--- src/common/mmu_config.svh ---
`ifndef MMU_CONFIG_SVH
`define MMU_CONFIG_SVH

// Width of logical and physical addresses as seen by the core
`define MMU_ADDR_W 26

// Process slots in the segment table and the width of the selector that picks one
`define MMU_NUM_PROCS 11
`define MMU_SEL_W 4

// APB bus widths
`define MMU_APB_ADDR_W 12
`define MMU_APB_DATA_W 32

// Register map offsets
`define MMU_REG_CTRL 12'h000 // Control and status with the mode in bit 0
`define MMU_REG_SEL 12'h004 // Running process selector
`define MMU_TABLE_BASE 12'h100 // First process block of the segment table

// Each process owns four 32-bit words in the table
`define MMU_PROC_BLOCK 16
`define MMU_TABLE_SIZE (`MMU_NUM_PROCS * `MMU_PROC_BLOCK)

`endif
--- src/common/mmuPkg.sv ---
`default_nettype none

`include "mmu_config.svh"

package mmuPkg;

	// Execution mode of the core, user mode relocates and checks every access
	typedef enum logic {
		KERNEL = 1'b0,
		USER = 1'b1
	} execModeT;

	// Word within a 16-byte process block of the segment table
	typedef enum logic [1:0] {
		IM_LOWER = 2'd0, // Offset 0x0
		IM_UPPER = 2'd1, // Offset 0x4
		DM_LOWER = 2'd2, // Offset 0x8
		DM_UPPER = 2'd3  // Offset 0xC
	} segFieldT;

	// Full set of bounds for one process
	typedef struct packed {
		logic [`MMU_ADDR_W-1:0] imLower;
		logic [`MMU_ADDR_W-1:0] imUpper;
		logic [`MMU_ADDR_W-1:0] dmLower;
		logic [`MMU_ADDR_W-1:0] dmUpper;
	} segBoundsT;

	typedef struct packed {
		logic psel;
		logic penable;
		logic pwrite;
		logic [`MMU_APB_ADDR_W-1:0] paddr;
		logic [`MMU_APB_DATA_W-1:0] pwdata;
	} apbReqT;

	typedef struct packed {
		logic [`MMU_APB_DATA_W-1:0] prdata;
		logic pready;
		logic pslverr;
	} apbRspT;

	// One translation request from the core
	typedef struct packed {
		logic valid;
		logic [`MMU_ADDR_W-1:0] addr;
	} xlateReqT;

	typedef struct packed {
		logic valid;
		logic [`MMU_ADDR_W-1:0] addr; // Physical address, zero on a fault
		logic fault;
	} xlateRspT;

	// Write port into the segment table
	typedef struct packed {
		logic en;
		logic [`MMU_SEL_W-1:0] proc;
		segFieldT field;
		logic [`MMU_ADDR_W-1:0] data;
	} tableWrT;

endpackage

`default_nettype wire

--- src/verilog/mmuTop.sv ---
`timescale 1ns/1ps
`default_nettype none

`include "mmu_config.svh"

module mmuTop (
	input wire logic clk,
	input wire logic arstN,
	input mmuPkg::apbReqT apbReq, // Register access from the kernel
	output mmuPkg::apbRspT apbRsp,
	input wire logic enterUser,
	input wire logic enterKernel,
	input mmuPkg::xlateReqT fetchReq, // Instruction fetch stream
	input mmuPkg::xlateReqT dataReq, // Load and store stream
	output mmuPkg::xlateRspT fetchRsp,
	output mmuPkg::xlateRspT dataRsp
);

	mmuPkg::tableWrT tableWr;
	logic [`MMU_SEL_W-1:0] rdProc;
	mmuPkg::segFieldT rdField;
	logic [`MMU_ADDR_W-1:0] rdData;
	logic [`MMU_SEL_W-1:0] selector;
	mmuPkg::execModeT mode;
	mmuPkg::segBoundsT bounds; // Bounds of the process picked by the selector

	// Register file and mode control
	mmuApbRegs mmuApbRegs_inst (
		.clk(clk),
		.arstN(arstN),
		.apbReq(apbReq),
		.apbRsp(apbRsp),
		.enterUser(enterUser),
		.enterKernel(enterKernel),
		.tableWr(tableWr),
		.rdProc(rdProc),
		.rdField(rdField),
		.rdData(rdData),
		.selector(selector),
		.mode(mode)
	);

	// Bounds of every process
	segmentTable segmentTable_inst (
		.clk(clk),
		.arstN(arstN),
		.tableWr(tableWr),
		.rdProc(rdProc),
		.rdField(rdField),
		.rdData(rdData),
		.selector(selector),
		.bounds(bounds)
	);

	// One cycle translation of both streams
	addrTranslate addrTranslate_inst (
		.clk(clk),
		.arstN(arstN),
		.mode(mode),
		.bounds(bounds),
		.fetchReq(fetchReq),
		.dataReq(dataReq),
		.fetchRsp(fetchRsp),
		.dataRsp(dataRsp)
	);

endmodule

`default_nettype wire

--- src/mmu/addrTranslate.sv ---
`timescale 1ns/1ps
`default_nettype none

`include "mmu_config.svh"

module addrTranslate (
	input wire logic clk,
	input wire logic arstN,
	input mmuPkg::execModeT mode,
	input mmuPkg::segBoundsT bounds, // Bounds of the running process
	input mmuPkg::xlateReqT fetchReq,
	input mmuPkg::xlateReqT dataReq,
	output mmuPkg::xlateRspT fetchRsp,
	output mmuPkg::xlateRspT dataRsp
);

	// Translation of one request against one segment
	// Kernel accesses bypass the relocation entirely
	function automatic mmuPkg::xlateRspT xlate(
		input mmuPkg::xlateReqT req,
		input mmuPkg::execModeT md,
		input logic [`MMU_ADDR_W-1:0] lower,
		input logic [`MMU_ADDR_W-1:0] upper
	);
		logic [`MMU_ADDR_W-1:0] sum;
		logic over;
		mmuPkg::xlateRspT rsp;

		sum = req.addr + lower; // Wraps modulo the address space
		over = (sum > upper); // The upper bound itself is still inside the segment
		rsp.valid = req.valid;
		if (md == mmuPkg::KERNEL) begin
			rsp.addr = req.addr;
			rsp.fault = 1'b0;
		end else begin
			rsp.addr = over ? '0 : sum; // Nothing leaks past a faulting access
			rsp.fault = req.valid & over;
		end
		return rsp;
	endfunction

	mmuPkg::xlateRspT fetchNext;
	mmuPkg::xlateRspT dataNext;

	logic fetchValidQ;
	logic fetchFaultQ;
	logic [`MMU_ADDR_W-1:0] fetchAddrQ;
	logic dataValidQ;
	logic dataFaultQ;
	logic [`MMU_ADDR_W-1:0] dataAddrQ;

	// Each stream has its own adder and comparator
	assign fetchNext = xlate(fetchReq, mode, bounds.imLower, bounds.imUpper);
	assign dataNext = xlate(dataReq, mode, bounds.dmLower, bounds.dmUpper);

	// Control bits of the response stage
	always_ff @(posedge clk or negedge arstN) begin
		if (!arstN) begin
			fetchValidQ <= 1'b0;
			fetchFaultQ <= 1'b0;
			dataValidQ <= 1'b0;
			dataFaultQ <= 1'b0;
		end else begin
			fetchValidQ <= fetchNext.valid;
			fetchFaultQ <= fetchNext.fault;
			dataValidQ <= dataNext.valid;
			dataFaultQ <= dataNext.fault;
		end
	end

	// Address payload, qualified by the valid bits
	always_ff @(posedge clk) begin
		fetchAddrQ <= fetchNext.addr;
		dataAddrQ <= dataNext.addr;
	end

	always_comb begin
		fetchRsp.valid = fetchValidQ;
		fetchRsp.addr = fetchAddrQ;
		fetchRsp.fault = fetchFaultQ;
	end

	always_comb begin
		dataRsp.valid = dataValidQ;
		dataRsp.addr = dataAddrQ;
		dataRsp.fault = dataFaultQ;
	end

endmodule

`default_nettype wire

--- src/verilog/segmentTable.sv ---
`timescale 1ns/1ps
`default_nettype none

`include "mmu_config.svh"

module segmentTable (
	input wire logic clk,
	input wire logic arstN,
	input mmuPkg::tableWrT tableWr,
	input wire logic [`MMU_SEL_W-1:0] rdProc, // Process block addressed by APB
	input mmuPkg::segFieldT rdField,
	output logic [`MMU_ADDR_W-1:0] rdData,
	input wire logic [`MMU_SEL_W-1:0] selector, // Running process
	output mmuPkg::segBoundsT bounds
);

	// One bounds entry per process slot
	mmuPkg::segBoundsT boundsMem [`MMU_NUM_PROCS];
	mmuPkg::segBoundsT rdEntry;

	// Software loads one bound word at a time
	always_ff @(posedge clk or negedge arstN) begin
		if (!arstN) begin
			for (int i = 0; i < `MMU_NUM_PROCS; i++) begin
				boundsMem[i] <= '0; // Every segment starts empty
			end
		end else if (tableWr.en) begin
			case (tableWr.field)
				mmuPkg::IM_LOWER: boundsMem[tableWr.proc].imLower <= tableWr.data;
				mmuPkg::IM_UPPER: boundsMem[tableWr.proc].imUpper <= tableWr.data;
				mmuPkg::DM_LOWER: boundsMem[tableWr.proc].dmLower <= tableWr.data;
				mmuPkg::DM_UPPER: boundsMem[tableWr.proc].dmUpper <= tableWr.data;
				default: ;
			endcase
		end
	end

	// The APB decode only maps valid blocks
	// Unused slots of the 4-bit index still read as zero
	assign rdEntry = (rdProc < `MMU_NUM_PROCS) ? boundsMem[rdProc] : '0;

	always_comb begin
		case (rdField)
			mmuPkg::IM_LOWER: rdData = rdEntry.imLower;
			mmuPkg::IM_UPPER: rdData = rdEntry.imUpper;
			mmuPkg::DM_LOWER: rdData = rdEntry.dmLower;
			mmuPkg::DM_UPPER: rdData = rdEntry.dmUpper;
			default: rdData = '0;
		endcase
	end

	// Selector writes are range checked so this index is always in the table
	assign bounds = boundsMem[selector];

endmodule

`default_nettype wire

--- src/verilog/mmuApbRegs.sv ---
`timescale 1ns/1ps
`default_nettype none

`include "mmu_config.svh"

module mmuApbRegs (
	input wire logic clk,
	input wire logic arstN,
	input mmuPkg::apbReqT apbReq,
	output mmuPkg::apbRspT apbRsp,
	input wire logic enterUser, // Strobe from the core on a return to user code
	input wire logic enterKernel, // Strobe from the core on a trap or syscall
	output mmuPkg::tableWrT tableWr,
	output logic [`MMU_SEL_W-1:0] rdProc,
	output mmuPkg::segFieldT rdField,
	input wire logic [`MMU_ADDR_W-1:0] rdData,
	output logic [`MMU_SEL_W-1:0] selector,
	output mmuPkg::execModeT mode
);

	logic access; // APB access phase
	logic wrAccess;
	logic isCtrl;
	logic isSel;
	logic isTable;
	logic mapped;
	logic selValid; // Written selector names an existing process
	logic [`MMU_APB_ADDR_W-1:0] tableOff; // Offset relative to the table base
	logic [`MMU_APB_DATA_W-1:0] rdMux;
	logic ctrlWr;
	logic selWr;

	assign access = apbReq.psel & apbReq.penable;
	assign wrAccess = access & apbReq.pwrite;

	// Register decode, only word aligned offsets are mapped
	assign isCtrl = (apbReq.paddr == `MMU_REG_CTRL);
	assign isSel = (apbReq.paddr == `MMU_REG_SEL);
	assign isTable = (apbReq.paddr >= `MMU_TABLE_BASE) &&
		(apbReq.paddr < `MMU_TABLE_BASE + `MMU_TABLE_SIZE) &&
		(apbReq.paddr[1:0] == 2'b00);
	assign mapped = isCtrl | isSel | isTable;

	// Split a table offset into the process block and the word inside it
	assign tableOff = apbReq.paddr - `MMU_TABLE_BASE;
	assign rdProc = tableOff[`MMU_SEL_W+3:4];
	assign rdField = mmuPkg::segFieldT'(tableOff[3:2]);

	assign selValid = (apbReq.pwdata < `MMU_NUM_PROCS);

	assign ctrlWr = wrAccess & isCtrl;
	assign selWr = wrAccess & isSel & selValid; // Out of range values never reach the register

	// Table writes go straight through to the storage and land at this edge
	always_comb begin
		tableWr.en = wrAccess & isTable;
		tableWr.proc = rdProc;
		tableWr.field = rdField;
		tableWr.data = apbReq.pwdata[`MMU_ADDR_W-1:0];
	end

	// Read mux for the access phase
	always_comb begin
		rdMux = '0;
		if (isCtrl) begin
			rdMux[0] = (mode == mmuPkg::USER);
		end else if (isSel) begin
			rdMux = {{(`MMU_APB_DATA_W-`MMU_SEL_W){1'b0}}, selector}; // Zero extended
		end else if (isTable) begin
			rdMux = {{(`MMU_APB_DATA_W-`MMU_ADDR_W){1'b0}}, rdData};
		end
	end

	always_comb begin
		apbRsp.prdata = rdMux;
		apbRsp.pready = 1'b1; // Zero wait states
		apbRsp.pslverr = access & (~mapped | (isSel & apbReq.pwrite & ~selValid));
	end

	// Mode register
	// The kernel strobe beats the user strobe and both beat software
	always_ff @(posedge clk or negedge arstN) begin
		if (!arstN) begin
			mode <= mmuPkg::KERNEL; // The core boots into the kernel
		end else if (enterKernel) begin
			mode <= mmuPkg::KERNEL;
		end else if (enterUser) begin
			mode <= mmuPkg::USER;
		end else if (ctrlWr) begin
			mode <= mmuPkg::execModeT'(apbReq.pwdata[0]); // Software can switch modes itself
		end
	end

	// Selector of the running process
	always_ff @(posedge clk or negedge arstN) begin
		if (!arstN) begin
			selector <= '0;
		end else if (selWr) begin
			selector <= apbReq.pwdata[`MMU_SEL_W-1:0];
		end
	end

endmodule

`default_nettype wire

--- config.mk ---
export PLATFORM = sky130hd
export DESIGN_NAME = mmuTop
export DESIGN_NICKNAME = d
export VERILOG_FILES = /design/src/common/mmuPkg.sv /design/src/verilog/mmuTop.sv /design/src/mmu/addrTranslate.sv /design/src/verilog/segmentTable.sv /design/src/verilog/mmuApbRegs.sv
export VERILOG_INCLUDE_DIRS = /design/src /design/src/common
export SDC_FILE = /design/constraint.sdc
export NUM_CORES = 2
export LEC_CHECK = 0
export ABC_CLOCK_PERIOD_IN_PS = 6700
export BUFFER_PORTS_ARGS = -buffer_cell sky130_fd_sc_hd__clkbuf_2
export CORE_MARGIN = 3
export CORE_UTILIZATION = 50
export CTS_CLUSTER_DIAMETER = 150
export DETAILED_ROUTE_END_ITERATION = 6
export PLACE_DENSITY = 0.69
export SYNTH_ARGS = -nofsm -noshare
export SYNTH_HDL_FRONTEND = slang
export SYNTH_SLANG_ARGS = --single-unit
--- constraint.sdc ---
create_clock -name clk -period 6.7 [get_ports clk]
set_clock_uncertainty 0.15 [all_clocks]
set_input_delay 0.67 -clock clk [delete_from_list [all_inputs] [get_ports clk]]
set_output_delay 0.67 -clock clk [all_outputs]
set_load 0.1 [all_outputs]
==> qor.txt <==
HP Class: in2reg
Required @ worst endpoint: 7210 ps
port bufs: 187
commonest cells in the netlist: dfrtp_1 (1153), mux2_1 (802), mux4_2 (401)
area delta synth->final: 10.9%
top cell type's share of synthesized area: 42.5%
Worst EP arrival: 7090 ps
remaining global-route overflow: 0
Synth Warn #: 0
relative slew slack: 17.8%
Async S/R FF share, synth: 95.7%
Netlist cell types: 89
sequential share of the synthesized area: 44.0%
EDFF count, synth: 0
Worst Reg-to-Reg Cells: 24
Synth area leader: dfrtp_1
Tcrit/Tclk final: 98.2%
VDD IR-drop max: 245 uV
power per cell area: 214 nW/um^2
Initial DRT Pass Iterations: 6
Die Wd: 375 um
Root Buffer: clkbuf_16
Post-Synthesis Cell Area: 67900 um^2
Worst R2R Setup Slack: 120 ps
CP Launch Type: register
max-slew violations: 0
RSZ-0062 raised after global routing: false
largest net degree at the start of global routing: 156
Sw Ratio: 25.5%
vias in the first global route: 48841
gr usage total: 32.3%
maximum operating frequency: 0.152 GHz
RD Place Congestion: 0.955
hold path depth: 2
Num CTS Buffers: 132
number of antenna violations at the first check in global routing: 15
Worst-path clk slew: 60 ps
Die ar.: 140000 um^2
Die H: 375 um
share of power burned in registers: 45.5%
DR vias: 49482
DRT iter0 DRCs: 6437
DRC violations left: 0
Cell Int Power: 0.0120 W
CORE AREA: 134000 um^2
Comb pwr share: 7.7%
clock tree from TritonCTS: built
vias per cell: 6.84
Pleak: 35.3 nW
Pwr Total: 0.0161 W
I/O Pins: 195
WHS Endpoint: addrTranslate_inst.dataAddrQ[10]
layout cell share with drive strength beyond 1: 26.2%
Routed WL: 228000 um
ys flop type: dfrtp_1
origin of the critical flop-to-flop path: mmuApbRegs_inst.selector[1]
Clk pwr share: 46.8%
clk buf depth: 3
hold_ws: 44.2 ps
Final Hold Viols: 0
Slew @ Worst Pin: 1230 ps
H-tree lvl count: 4
Post-Syn Area per Cell: 12.8 um^2
final setup violation count: 0
Fillers: 10832
Crit Path Class: reg2reg
Starting Density: 50.6%
clk_lat worst skew: 790 ps
Seq cells post-synth: 1205
dpl hpwl: 144000 um
clk sink count: 1205
Worst Path Max Fanout: 14
nets: 5561
final antenna-violating net count: 0
cell row count: 134
crit end category: register
# Max-Cap Violations: 0
P_sw: 0.00411 W
per-cell routed wire length: 31.5 um
hold path start: dataReq[10]
Post-Syn Instances: 5293
count leader, synth: dfrtp_1
setup_tns: 0 ps
largest cells by area after synthesis: dfrtp_1 (42%), mux2_1 (13%), mux4_2 (13%), mux2_2 (5.7%), mux2i_1 (3.2%)
first-pass GRT wire length: 335000 um
post-layout minimum cycle time: 6580 ps
RR Endpoint: addrTranslate_inst.dataAddrQ[10]
status: finished clean
==> per-layer routing <==
layer | GRT usage [%] | vias up | share of wire [%]
li1 | - | 20074 | -
met1 | 43.9 | 25698 | 39
met2 | 47.1 | 3048 | 43
met3 | 10.1 | 656 | 12
met4 | 15.3 | 6 | 5.2
met5 | 0 | - | 0.021
==> final cells by class <==
class / count / area, um^2 / share of cell area, %
Multi-Input combinational cell: 3539 / 35400 / 47.0
Sequential cell: 1205 / 29900 / 39.7
Clock buffer: 192 / 3820 / 5.07
Timing Repair Buffer: 432 / 3250 / 4.31
Tap cell: 1768 / 2210 / 2.94
Clock inverter: 50 / 606 / 0.804
Inverter: 42 / 158 / 0.209
Antenna cell: 8 / 20.0 / 0.0266
==> worst max path at each step <==
stage / start / to / slack, ps / cells after the start
CTS: mmuApbRegs_inst.selector[1] / addrTranslate_inst.dataAddrQ[10] / 100 / 22
finish: mmuApbRegs_inst.selector[1] / addrTranslate_inst.dataAddrQ[10] / 120 / 24
global route: mmuApbRegs_inst.selector[1] / addrTranslate_inst.dataAddrQ[10] / 10 / 24
floorplan: mmuApbRegs_inst.selector[0] / addrTranslate_inst.dataAddrQ[24] / 750 / 27
detailed placement: mmuApbRegs_inst.selector[1] / addrTranslate_inst.dataAddrQ[10] / -320 / 22
global placement: mmuApbRegs_inst.selector[1] / addrTranslate_inst.dataAddrQ[10] / -280 / 22
==> cell usage in the layout, fill, tap and decap left out, drive strengths merged, types with 15 or more instances in the layout <==
cell type / count
a21oi: 254
nand3: 64
nand4: 18
mux2: 1148
dfrtp: 1153
dfxtp: 52
o21ai: 259
a22oi: 37
nor3: 15
o211ai: 113
nor2b: 23
nor2: 240
dlygate4sd3: 41
clkinv: 26
ha: 102
a221oi: 16
mux4: 401
xnor2: 32
clkbuf: 374
a211oi: 79
inv: 50
nand2: 269
a22o: 28
mux2i: 218
a21o: 34
buf: 209
==> kinds of logic after synthesis <==
family	share of synthesized area, %
mux	35.5
buf+inv	4.06
xor+xnor	0.554
fa+ha+maj	1.94
flops	44.0
other cells	0.0111
simple gates	5.32
compound gates	8.56
==> worst max-delay path, stage by stage (launching register included) <==
cell       delay (ps)
dfrtp_4           570
buf_4             180
mux2i_1           110
o211ai_1          150
o21ai_0           140
o21ai_0           420
ha_1              300
inv_1              70
fa_1              420
nor2b_1           230
o2111ai_1         240
a311oi_1          410
o31ai_1           170
a211oi_1          250
buf_4             180
nor2_1             50
xnor2_1           150
ha_1              310
nand4_1           230
nor2_1            460
o31ai_1           320
a21oi_2           410
buf_4             290
nor3b_1            70
a21o_1            170
==> power by group through the flow <==
stage / logic, W / clock network [W] / registers, W
after global routing: 0.00129 / 0.00787 / 0.00733
final: 0.00123 / 0.00754 / 0.00733
after global placement: 0.00119 / 0 / 0.00746
after detailed placement: 0.00120 / 0 / 0.00746
after CTS: 0.00122 / 0.00759 / 0.00733
after floorplan: 0.000489 / 0 / 0.00766
==> stage by stage <==
| stage | instances | cell area, um^2 | utilization [%] | worst slack [ps] |
|---|---|---|---|---|
| global placement | 6937 | 70400 | 52.5 | -281 |
| detailed placement | 6937 | 70400 | 52.5 | -317 |
| finish | 7236 | 75400 | 56.2 | 117 |
| global route | 7229 | 75300 | 56.2 | 12.2 |
| floorplan | 5298 | 67900 | - | 747 |
| CTS | 7220 | 75300 | 56.1 | 99.1 |
==> what timing repair did <==
action                                  CTS  global route
buffers inserted                          0             8
hold buffers                             41             0
gates resized for setup                   2             6
endpoints found under the setup margin   27            49
hold endpoints to repair                117             0
cloned                                    0             0
pin swaps                                 0             0
Note: power is estimated with default switching activity, not from simulation.
